$ cat src/common/uart_pkg.sv
/*
 * Serial byte layer definitions
 * Byte type, bit timing and counter widths shared by the 8N1 engines
 */
package uart_pkg;

	// One data byte on the line
	typedef logic [7:0] byte_t;

	// sys_clk cycles per bit, and half of it for the start-bit check
	localparam int CLKS_PER_BIT = 16;
	localparam int HALF_BIT     = CLKS_PER_BIT / 2;

	// Start bit, eight data bits and one stop bit
	localparam int FRAME_BITS = 10;

	// Counts cycles within one bit period
	typedef logic [4:0] baud_cnt_t;

	// Position of the current bit inside the 10-bit character
	typedef logic [3:0] bit_idx_t;

endpackage

$ cat src/common/frame_pkg.sv
/*
 * String framing layer definitions
 * Payload limits, packed string layout, the frame marker and the framer states
 */
package frame_pkg;

	// Longest payload carried in one frame
	localparam int MAX_LEN = 16;

	// Payload length, 0 to MAX_LEN
	typedef logic [4:0] len_t;

	// Byte i sits at bits 8i+7 down to 8i
	typedef logic [8*MAX_LEN-1:0] str_t;

	localparam uart_pkg::byte_t MARK = 8'h26;	// The '&' character

	// Transmit framer: two opening markers, payload, two closing markers
	typedef enum logic [2:0] {
		TX_IDLE,
		TX_OPEN1,
		TX_OPEN2,
		TX_BODY,
		TX_CLOSE1,
		TX_CLOSE2
	} tx_state_t;

	// Receive framer
	typedef enum logic [1:0] {
		RX_HUNT,	// Waiting for a first marker
		RX_OPEN,	// One marker seen
		RX_BODY,	// Collecting payload
		RX_CLOSE	// One marker seen inside the body
	} rx_state_t;

endpackage

$ cat src/common/uart_byte_if.sv
/*
 * Byte link between the string framers and the serial engines
 * Transmit side uses a request and done strobe, receive side a valid strobe
 */
`timescale 1ns/100ps

interface uart_byte_if;

	uart_pkg::byte_t tx_data;
	logic            tx_req;	// One-cycle request, tx_data valid with it
	logic            tx_done;	// One cycle after the stop bit ends
	uart_pkg::byte_t rx_data;
	logic            rx_vld;	// One cycle at the middle of the stop bit

	modport framer_tx (output tx_data, output tx_req, input tx_done);
	modport ser_tx    (input tx_data, input tx_req, output tx_done);
	modport framer_rx (input rx_data, input rx_vld);
	modport ser_rx    (output rx_data, output rx_vld);

endinterface

$ cat src/hw/uart/uart_tx.sv
/*
 * 8N1 serial byte transmitter
 * Shifts start bit, data LSB first and stop bit out of a 10-bit register
 */
`timescale 1ns/100ps

module uart_tx (
	input  logic        sys_clk,
	input  logic        sys_rst_n,
	uart_byte_if.ser_tx bus,
	output logic        txd
);

	logic                                  busy;
	logic                                  bit_end;
	uart_pkg::bit_idx_t                    bit_idx;
	uart_pkg::baud_cnt_t                   baud_cnt;
	logic [uart_pkg::FRAME_BITS-1:0]       shreg;

	assign bit_end = (baud_cnt == uart_pkg::baud_cnt_t'(uart_pkg::CLKS_PER_BIT - 1));

	// The register refills with ones as it shifts, so the line idles high
	assign txd = shreg[0];

	always_ff @(posedge sys_clk or negedge sys_rst_n) begin
		if (!sys_rst_n) begin
			busy        <= 1'b0;
			bit_idx     <= '0;
			baud_cnt    <= '0;
			shreg       <= '1;
			bus.tx_done <= 1'b0;
		end else begin
			bus.tx_done <= 1'b0;
			if (!busy) begin
				if (bus.tx_req) begin	// A request while busy is not possible by protocol
					busy     <= 1'b1;
					bit_idx  <= '0;
					baud_cnt <= '0;
					shreg    <= {1'b1, bus.tx_data, 1'b0};
				end
			end else if (bit_end) begin
				baud_cnt <= '0;
				shreg    <= {1'b1, shreg[uart_pkg::FRAME_BITS-1:1]};
				if (bit_idx == uart_pkg::bit_idx_t'(uart_pkg::FRAME_BITS - 1)) begin
					// Last cycle of the stop bit
					busy        <= 1'b0;
					bus.tx_done <= 1'b1;
				end else begin
					bit_idx <= bit_idx + 1'b1;
				end
			end else begin
				baud_cnt <= baud_cnt + 1'b1;
			end
		end
	end

endmodule

$ cat src/hw/uart/uart_rx.sv
/*
 * 8N1 serial byte receiver
 * Synchronizes the line, confirms the start bit at mid-bit and samples each bit
 * in its middle. A byte with a low stop bit is dropped
 */
`timescale 1ns/100ps

module uart_rx (
	input  logic        sys_clk,
	input  logic        sys_rst_n,
	input  logic        rxd,
	uart_byte_if.ser_rx bus
);

	logic                rxd_meta;
	logic                rxd_sync;
	logic                rxd_prev;
	logic                busy;
	logic                sample;
	uart_pkg::bit_idx_t  bit_idx;
	uart_pkg::baud_cnt_t baud_cnt;
	uart_pkg::byte_t     shreg;

	// Start bit is checked after half a bit, every later bit one full bit on
	assign sample = busy && (baud_cnt == ((bit_idx == '0) ?
		uart_pkg::baud_cnt_t'(uart_pkg::HALF_BIT - 1) :
		uart_pkg::baud_cnt_t'(uart_pkg::CLKS_PER_BIT - 1)));

	always_ff @(posedge sys_clk or negedge sys_rst_n) begin
		if (!sys_rst_n) begin
			rxd_meta <= 1'b1;
			rxd_sync <= 1'b1;
			rxd_prev <= 1'b1;
		end else begin
			rxd_meta <= rxd;
			rxd_sync <= rxd_meta;
			rxd_prev <= rxd_sync;	// Kept for falling edge detection
		end
	end

	always_ff @(posedge sys_clk or negedge sys_rst_n) begin
		if (!sys_rst_n) begin
			busy       <= 1'b0;
			bit_idx    <= '0;
			baud_cnt   <= '0;
			bus.rx_vld <= 1'b0;
		end else begin
			bus.rx_vld <= 1'b0;
			if (!busy) begin
				if (rxd_prev && !rxd_sync) begin
					busy     <= 1'b1;
					bit_idx  <= '0;
					baud_cnt <= '0;
				end
			end else if (sample) begin
				baud_cnt <= '0;
				if (bit_idx == '0) begin
					if (rxd_sync)
						busy <= 1'b0;	// Glitch, not a real start bit
					else
						bit_idx <= 4'd1;
				end else if (bit_idx == uart_pkg::bit_idx_t'(uart_pkg::FRAME_BITS - 1)) begin
					busy       <= 1'b0;
					bus.rx_vld <= rxd_sync;
				end else begin
					bit_idx <= bit_idx + 1'b1;
				end
			end else begin
				baud_cnt <= baud_cnt + 1'b1;
			end
		end
	end

	// Data bits arrive LSB first
	always_ff @(posedge sys_clk) begin
		if (sample && bit_idx != '0 && bit_idx != uart_pkg::bit_idx_t'(uart_pkg::FRAME_BITS - 1))
			shreg <= {rxd_sync, shreg[7:1]};
		if (sample && bit_idx == uart_pkg::bit_idx_t'(uart_pkg::FRAME_BITS - 1))
			bus.rx_data <= shreg;
	end

endmodule

$ cat src/hw/frame/frame_tx.sv
/*
 * Transmit string framer
 * Sends two '&' markers, the payload bytes and two closing markers, one byte
 * request per completed byte, and pulses done after the last marker
 */
`timescale 1ns/100ps

module frame_tx (
	input  logic            sys_clk,
	input  logic            sys_rst_n,
	input  logic            req,
	input  frame_pkg::str_t str,
	input  frame_pkg::len_t length,
	output logic            busy,
	output logic            done,
	uart_byte_if.framer_tx  bus
);

	frame_pkg::tx_state_t state;
	frame_pkg::tx_state_t state_nxt;
	frame_pkg::str_t      str_q;
	frame_pkg::len_t      len_q;
	frame_pkg::len_t      idx;	// Next payload byte to send
	logic                 start;
	logic                 send;
	logic                 send_pay;
	uart_pkg::byte_t      send_data;

	assign start     = (state == frame_pkg::TX_IDLE) && req;
	assign busy      = (state != frame_pkg::TX_IDLE);
	assign send_data = send_pay ? str_q[{idx[3:0], 3'b000} +: 8] : frame_pkg::MARK;

	always_comb begin
		state_nxt = state;
		send      = 1'b0;
		send_pay  = 1'b0;
		case (state)
			frame_pkg::TX_IDLE: if (req) begin
				state_nxt = frame_pkg::TX_OPEN1;
				send      = 1'b1;
			end
			frame_pkg::TX_OPEN1: if (bus.tx_done) begin
				state_nxt = frame_pkg::TX_OPEN2;
				send      = 1'b1;
			end
			// An empty payload falls straight through to the closing markers
			frame_pkg::TX_OPEN2, frame_pkg::TX_BODY: if (bus.tx_done) begin
				send = 1'b1;
				if (idx != len_q) begin
					state_nxt = frame_pkg::TX_BODY;
					send_pay  = 1'b1;
				end else begin
					state_nxt = frame_pkg::TX_CLOSE1;
				end
			end
			frame_pkg::TX_CLOSE1: if (bus.tx_done) begin
				state_nxt = frame_pkg::TX_CLOSE2;
				send      = 1'b1;
			end
			frame_pkg::TX_CLOSE2: if (bus.tx_done)
				state_nxt = frame_pkg::TX_IDLE;
			default: state_nxt = frame_pkg::TX_IDLE;
		endcase
	end

	always_ff @(posedge sys_clk or negedge sys_rst_n) begin
		if (!sys_rst_n) begin
			state      <= frame_pkg::TX_IDLE;
			idx        <= '0;
			bus.tx_req <= 1'b0;
			done       <= 1'b0;
		end else begin
			state      <= state_nxt;
			bus.tx_req <= send;
			done       <= (state == frame_pkg::TX_CLOSE2) && bus.tx_done;
			if (start)
				idx <= '0;
			else if (send_pay)
				idx <= idx + 1'b1;
		end
	end

	always_ff @(posedge sys_clk) begin
		if (start) begin
			str_q <= str;
			// Lengths above the payload limit are clipped
			len_q <= (length > frame_pkg::len_t'(frame_pkg::MAX_LEN)) ?
				frame_pkg::len_t'(frame_pkg::MAX_LEN) : length;
		end
		if (send)
			bus.tx_data <= send_data;
	end

endmodule

$ cat src/hw/frame/frame_rx.sv
/*
 * Receive string framer
 * Hunts for the '&&' opening, packs payload bytes into a working string and
 * publishes string and length on the closing '&&'
 */
`timescale 1ns/100ps

module frame_rx (
	input  logic            sys_clk,
	input  logic            sys_rst_n,
	uart_byte_if.framer_rx  bus,
	output frame_pkg::str_t str,
	output frame_pkg::len_t length,
	output logic            busy,
	output logic            done
);

	frame_pkg::rx_state_t state;
	frame_pkg::rx_state_t state_nxt;
	frame_pkg::str_t      work;
	frame_pkg::len_t      cnt;	// Bytes stored so far in this frame
	frame_pkg::len_t      cnt_sum;
	frame_pkg::len_t      cnt_nxt;
	frame_pkg::len_t      byte_pos;
	logic                 is_mark;
	logic                 clr;
	logic                 st_mark;
	logic                 st_byte;
	logic                 finish;

	assign is_mark = (bus.rx_data == frame_pkg::MARK);
	assign busy    = (state == frame_pkg::RX_BODY) || (state == frame_pkg::RX_CLOSE);
	assign clr     = bus.rx_vld && is_mark && (state == frame_pkg::RX_OPEN);
	assign finish  = bus.rx_vld && is_mark && (state == frame_pkg::RX_CLOSE);

	// A held marker followed by a normal byte stores both
	assign st_mark  = bus.rx_vld && !is_mark && (state == frame_pkg::RX_CLOSE);
	assign st_byte  = bus.rx_vld && !is_mark && busy;
	assign byte_pos = st_mark ? cnt + 1'b1 : cnt;

	assign cnt_sum = cnt + frame_pkg::len_t'(st_mark) + frame_pkg::len_t'(st_byte);
	assign cnt_nxt = (cnt_sum > frame_pkg::len_t'(frame_pkg::MAX_LEN)) ?
		frame_pkg::len_t'(frame_pkg::MAX_LEN) : cnt_sum;

	always_comb begin
		state_nxt = state;
		if (bus.rx_vld) begin
			case (state)
				frame_pkg::RX_HUNT:  if (is_mark) state_nxt = frame_pkg::RX_OPEN;
				frame_pkg::RX_OPEN:  state_nxt = is_mark ? frame_pkg::RX_BODY : frame_pkg::RX_HUNT;
				frame_pkg::RX_BODY:  if (is_mark) state_nxt = frame_pkg::RX_CLOSE;
				frame_pkg::RX_CLOSE: state_nxt = is_mark ? frame_pkg::RX_HUNT : frame_pkg::RX_BODY;
				default:             state_nxt = frame_pkg::RX_HUNT;
			endcase
		end
	end

	always_ff @(posedge sys_clk or negedge sys_rst_n) begin
		if (!sys_rst_n) begin
			state  <= frame_pkg::RX_HUNT;
			cnt    <= '0;
			str    <= '0;
			length <= '0;
			done   <= 1'b0;
		end else begin
			state <= state_nxt;
			done  <= finish;
			if (clr)
				cnt <= '0;
			else
				cnt <= cnt_nxt;
			if (finish) begin	// Outputs hold until the next frame ends
				str    <= work;
				length <= cnt;
			end
		end
	end

	// Bytes past MAX_LEN match no slot and are dropped
	always_ff @(posedge sys_clk) begin
		for (int i = 0; i < frame_pkg::MAX_LEN; i++) begin
			if (clr) begin
				work[8*i +: 8] <= '0;
			end else begin
				if (st_mark && cnt == frame_pkg::len_t'(i))
					work[8*i +: 8] <= frame_pkg::MARK;
				if (st_byte && byte_pos == frame_pkg::len_t'(i))
					work[8*i +: 8] <= bus.rx_data;
			end
		end
	end

endmodule

$ cat src/hw/uart_string_top.sv
/*
 * UART string transceiver top level
 * Framers and 8N1 engines joined by one byte link interface
 */
`timescale 1ns/100ps

module uart_string_top (
	input  logic            sys_clk,
	input  logic            sys_rst_n,
	input  frame_pkg::str_t tx_string,
	input  frame_pkg::len_t tx_length,
	input  logic            tx_req,
	output logic            tx_busy,
	output logic            tx_done,
	output frame_pkg::str_t rx_string,
	output frame_pkg::len_t rx_length,
	output logic            rx_busy,
	output logic            rx_done,
	input  logic            uart_rxd,
	output logic            uart_txd
);

	uart_byte_if i_byte_if ();

	frame_tx i_frame_tx (
		.sys_clk   (sys_clk),
		.sys_rst_n (sys_rst_n),
		.req       (tx_req),
		.str       (tx_string),
		.length    (tx_length),
		.busy      (tx_busy),
		.done      (tx_done),
		.bus       (i_byte_if.framer_tx)
	);

	uart_tx i_uart_tx (
		.sys_clk   (sys_clk),
		.sys_rst_n (sys_rst_n),
		.bus       (i_byte_if.ser_tx),
		.txd       (uart_txd)
	);

	uart_rx i_uart_rx (
		.sys_clk   (sys_clk),
		.sys_rst_n (sys_rst_n),
		.rxd       (uart_rxd),
		.bus       (i_byte_if.ser_rx)
	);

	frame_rx i_frame_rx (
		.sys_clk   (sys_clk),
		.sys_rst_n (sys_rst_n),
		.bus       (i_byte_if.framer_rx),
		.str       (rx_string),
		.length    (rx_length),
		.busy      (rx_busy),
		.done      (rx_done)
	);

endmodule

$ cat config.mk
export PLATFORM = sky130hd
export DESIGN_NAME = uart_string_top
export DESIGN_NICKNAME = d
export VERILOG_FILES = /design/src/common/uart_pkg.sv /design/src/common/frame_pkg.sv /design/src/common/uart_byte_if.sv /design/src/hw/uart/uart_tx.sv /design/src/hw/uart/uart_rx.sv /design/src/hw/frame/frame_tx.sv /design/src/hw/frame/frame_rx.sv /design/src/hw/uart_string_top.sv
export SDC_FILE = /design/constraint.sdc
export NUM_CORES = 1
export LEC_CHECK = 0
export ABC_AREA = 1
export BUFFER_PORTS_ARGS = -buffer_cell sky130_fd_sc_hd__buf_4
export CAP_MARGIN = 20
export CORE_UTILIZATION = 25
export CTS_CLUSTER_DIAMETER = 80
export CTS_CLUSTER_SIZE = 16
export DETAILED_ROUTE_END_ITERATION = 8
export PLACE_DENSITY = 0.42
export SLEW_MARGIN = 20
export SYNTH_ARGS = -nofsm -noshare
export SYNTH_HDL_FRONTEND = slang
export SYNTH_HIERARCHICAL = 1
export SYNTH_SLANG_ARGS = --single-unit
$ cat constraint.sdc
create_clock -name sys_clk -period 5 [get_ports sys_clk]
set_clock_uncertainty 0.15 [all_clocks]
set_input_delay 0.5 -clock sys_clk [delete_from_list [all_inputs] [get_ports sys_clk]]
set_output_delay 0.5 -clock sys_clk [all_outputs]
set_load 0.05 [all_outputs]
==> impl_metrics.py <==
metrics = {
    "synth": {
        "syn_area_per_cell_sq_um": 9.27,
        "postSynthCellCount": 2068,
        "synth-edff-count": 157,
        "synth_area_sq_um": 19200,
        "postSynthNetCount": 2220,
        "ys_async_sr_fraction": 0.394,
        "ys_dominant_reg_cell": "sky130_fd_sc_hd__dfrtp_1",
        "yosys_warnings": 6,
        "synth_area_leaders": "sky130_fd_sc_hd__edfxtp_1, sky130_fd_sc_hd__dfrtp_1, sky130_fd_sc_hd__nand2_1",
        "synth_seq_cells": 470,
        "synth.yosys.seq_area_share": 0.622,
        "synth_top_area_share": 0.246,
        "synth_cell_types": 36,
        "yosys-top-cells-count": "sky130_fd_sc_hd__nand2_1, sky130_fd_sc_hd__nor2_1, sky130_fd_sc_hd__dfrtp_1",
        "yosysMostFrequentCell": "sky130_fd_sc_hd__nand2_1",
        "yosysTopAreaCell": "sky130_fd_sc_hd__edfxtp_1",
    },
    "grt": {
        "number_of_antenna_violations_at_the_first_check_in_global_routing": 7,
        "grt_max_degree": 109,
        "grt_first_pass_wirelength_um": 87500,
        "grt_overflow_total": 0,
        "grtUsageTotal": 0.144,
        "grt_pass1_vias": 15000,
    },
    "floorplanning": {
        "floorplan.die_area_sq_um": 77800,
        "i_o_pin_count": 275,
        "die_height_um": 279,
        "floorplan.initialDensity": 0.252,
        "die_x_um": 279,
        "number_of_placement_rows": 101,
        "core-area_sq_um": 75900,
    },
    "critical_path": {
        "worstSetupPathDepth": 12,
        "path_type_of_the_worst_setup_path": "register to register",
        "worst-r2r-cell-count": 12,
        "timing.critical_path.from_type": "register",
        "worst-endpoint-required_ns": 5.29,
        "cp_data_arrival_time_ns": 3.50,
        "timing.critical_path.slowest_stage_cell": "sky130_fd_sc_hd__edfxtp_1",
        "cp_num_buf_inv": 2,
        "max_fanout_on_critical_path": 17,
        "critical-path-max-stage-delay_ns": 0.91,
        "crit_path_frequent_cell": "sky130_fd_sc_hd__nand2_1",
        "cp_cell_sequence": "inv_1 -> nand2_1 -> nor2_4 -> nand2_4 -> nand2_4 -> nand2_1 -> nand2_1 -> nor2_2 -> buf_4 -> nand3_2 -> o21ai_0 -> nor2_1",
        "cp-end-kind": "register",
        "cp_top_family": "simple AND/OR/NAND/NOR gates",
    },
    "timing": {
        "finalHoldViolCount": 0,
        "maxSlewHeadroom": 0.322,
        "setup_viol": 0,
        "worstMarginPinSlew_ns": 1.02,
        "worst_slack_ns": 1.79,
        "slew_viol_final": 0,
        "final_period_minus_worst_setup_slack_ns": 3.21,
        "tns_ns": 0,
        "rsz_0062_raised_after_global_routing": "no",
        "max_freq_mhz": 311,
        "layout_worst_path_cycle_share": 0.643,
    },
    "power": {
        "power.leakage_uw": 0.0110,
        "pwr-share-comb": 0.059,
        "finalPower_uw": 7430,
        "internal_power_uw": 5740,
        "vdd_ir_drop_max_v": 0.000231,
        "power_frac_seq": 0.546,
        "p_per_area_nw_per_um2": 301,
        "swShare": 0.227,
        "switchingPower_uw": 1690,
        "clock_network_power_share": 0.395,
    },
    "placement": {
        "dp.final_hpwl_um": 38100,
        "input_output_buffers": 274,
        "globalplace.congestion": 0.794,
        "post-place-ws_ns": 1.78,
    },
    "status": {
        "run_status": "finished, final reports clean",
    },
    "cells_and_area": {
        "area_delta_synth_final_pct": 28.9,
        "proportion_of_layout_cells_with_a_drive_suffix_above_1": 0.180,
        "fin_nets": 2592,
    },
    "run": {
        "maxCapViolCount": 0,
    },
    "drt": {
        "vias": 15000,
        "drtAntennaViolNets": 0,
        "drt_wl_total_um": 56700,
        "remaining_drc_errors": 0,
        "drt-wirelength-per-cell_um": 16.2,
        "detailedRoute.firstIterationViolations": 870,
        "post_drt_via_cell_ratio": 4.30,
        "drt_pre_antenna_iters": 5,
    },
    "worst_hold_path": {
        "hold_path.class": "input pin to register",
        "hold_depth": 3,
    },
    "clocking": {
        "worstSkewPairLatency_ns": 0.56,
        "cts_tree": "yes",
        "numCtsBuffers": 37,
        "worst_setup_hold_path_clk_slew_ns": 0.07,
        "number_of_resized_instances_in_the_post_cts_repair_step": 0,
        "cts_max_path_buffers": 3,
        "clock-sinks": 470,
        "post_cts.repair.setup_buffers": 0,
        "ctsHoldBuffers": 131,
        "cts.htree.levels": 2,
        "root_buffer": "sky130_fd_sc_hd__clkbuf_16",
    },
}
-- power by group through the flow --
stage / sequential (uW) / clock (uW) / combinational, uW
after floorplan: 4130 / 0 / 198
after global placement: 4140 / 0 / 357
after detailed placement: 4140 / 0 / 360
after CTS: 4060 / 3060 / 446
after global routing: 4060 / 3180 / 489
final: 4060 / 2930 / 439
-- final timing paths --
kind / to / slack (ns) / start
worst max register to register: i_frame_rx/work[25]$_SDFFE_PP0P_ / 1.79 / i_uart_rx/bus.rx_data[0]$_DFFE_PP_
max in group asynchronous: i_frame_rx/str[122]$_DFFE_PN0P_ / 3.20 / sys_rst_n
min in group asynchronous: i_frame_rx/str[29]$_DFFE_PN0P_ / 0.40 / sys_rst_n
worst min-delay path: i_frame_tx/len_q[1]$_SDFFCE_PN0P_ / 0.13 / tx_length[1]
worst max-delay path: i_frame_rx/work[25]$_SDFFE_PP0P_ / 1.79 / i_uart_rx/bus.rx_data[0]$_DFFE_PP_
worst min register to register: i_uart_rx/rxd_sync$_DFF_PN1_ / 0.22 / i_uart_rx/rxd_meta$_DFF_PN1_
-- per-stage QoR --
step                 util  hold slack (ns)  area [sq um]  cells
floorplan               -           0.0544         19200   2068
global placement    0.293            0.222         22300   3299
detailed placement  0.293            0.224         22300   3299
CTS                 0.325           0.0928         24700   3491
global route        0.325            0.126         24700   3498
finish              0.325            0.129         24700   3499
-- worst register-to-register path, cell delays in order, from the launching register on --
cell	delay, ns
sky130_fd_sc_hd__edfxtp_1	0.91
sky130_fd_sc_hd__inv_1	0.09
sky130_fd_sc_hd__nand2_1	0.13
sky130_fd_sc_hd__nor2_4	0.05
sky130_fd_sc_hd__nand2_4	0.12
sky130_fd_sc_hd__nand2_4	0.12
sky130_fd_sc_hd__nand2_1	0.09
sky130_fd_sc_hd__nand2_1	0.06
sky130_fd_sc_hd__nor2_2	0.44
sky130_fd_sc_hd__buf_4	0.36
sky130_fd_sc_hd__nand3_2	0.27
sky130_fd_sc_hd__o21ai_0	0.25
sky130_fd_sc_hd__nor2_1	0.06
-- layer usage --
layer	wire [um]	global-route usage	vias up
met1	27400	0.202	7199
met5	0	0	-
li1	-	-	7459
met3	2820	0.0289	61
met2	25300	0.223	316
met4	1180	0.0396	0
-- registers in the layout, indices dropped and copies added (netlist names), 2 cells and up --
name and cells:
i_frame_rx/str 128, i_frame_rx/work 128, i_frame_tx/str_q 128, i_uart_tx/shreg 9, i_frame_tx/bus.tx_data 8, i_uart_rx/bus.rx_data 8, i_uart_rx/shreg 8, i_frame_rx/cnt 5
i_frame_rx/length 5, i_frame_tx/idx 5, i_frame_tx/len_q 5, i_uart_rx/baud_cnt 5, i_uart_tx/baud_cnt 5, i_uart_rx/bit_idx 4, i_uart_tx/bit_idx 4, i_frame_tx/state 3
i_frame_rx/state 2
-- area by class of cell --
cell class	count	area, sq um
fillers	7886	51200
well taps	1030	1290
inverters	76	293
diodes	7	17.5
flip-flops and latches	470	11900
repair buffers	424	3540
clock buffers	54	1040
multi-input cells	1431	6540
clock inverters	7	80.1
-- logic make-up (layout without fill, tap and decap cells) --
kind of cell    Yosys count  in the layout  synth area share
simple gates           1172           1172             0.262
fa+ha+maj                15             15            0.0102
compound gates          231            231            0.0620
buf+inv                 167            561            0.0382
flops                   470            470             0.622
other cells               0              7                 0
xor+xnor                 13             13           0.00594
-- cell usage in the layout, fill, tap and decap left out, types with 2 or more instances in the layout --
cell and count:
sky130_fd_sc_hd__a21oi_1 94, sky130_fd_sc_hd__o21ai_1 3, sky130_fd_sc_hd__xor2_1 8, sky130_fd_sc_hd__nand2_2 12, sky130_fd_sc_hd__clkbuf_8 2, sky130_fd_sc_hd__nor2_4 28
sky130_fd_sc_hd__dfxtp_1 128, sky130_fd_sc_hd__dlygate4sd3_1 131, sky130_fd_sc_hd__ha_1 14, sky130_fd_sc_hd__diode_2 7, sky130_fd_sc_hd__inv_6 3, sky130_fd_sc_hd__edfxtp_1 157
sky130_fd_sc_hd__dfstp_2 12, sky130_fd_sc_hd__nor2_1 229, sky130_fd_sc_hd__a31oi_1 2, sky130_fd_sc_hd__inv_2 12, sky130_fd_sc_hd__dfrtp_1 172, sky130_fd_sc_hd__o211ai_1 5
sky130_fd_sc_hd__nand4_1 5, sky130_fd_sc_hd__inv_1 59, sky130_fd_sc_hd__nand2_1 725, sky130_fd_sc_hd__nor2_2 7, sky130_fd_sc_hd__nand3_2 21, sky130_fd_sc_hd__o22ai_1 4
sky130_fd_sc_hd__clkbuf_16 39, sky130_fd_sc_hd__buf_4 290, sky130_fd_sc_hd__clkbuf_1 14, sky130_fd_sc_hd__o21ai_0 119, sky130_fd_sc_hd__xnor2_1 5, sky130_fd_sc_hd__nand2_4 9
sky130_fd_sc_hd__clkinv_1 3, sky130_fd_sc_hd__nand3_1 134
No activity file was read; power rests on OpenSTA's default activity.
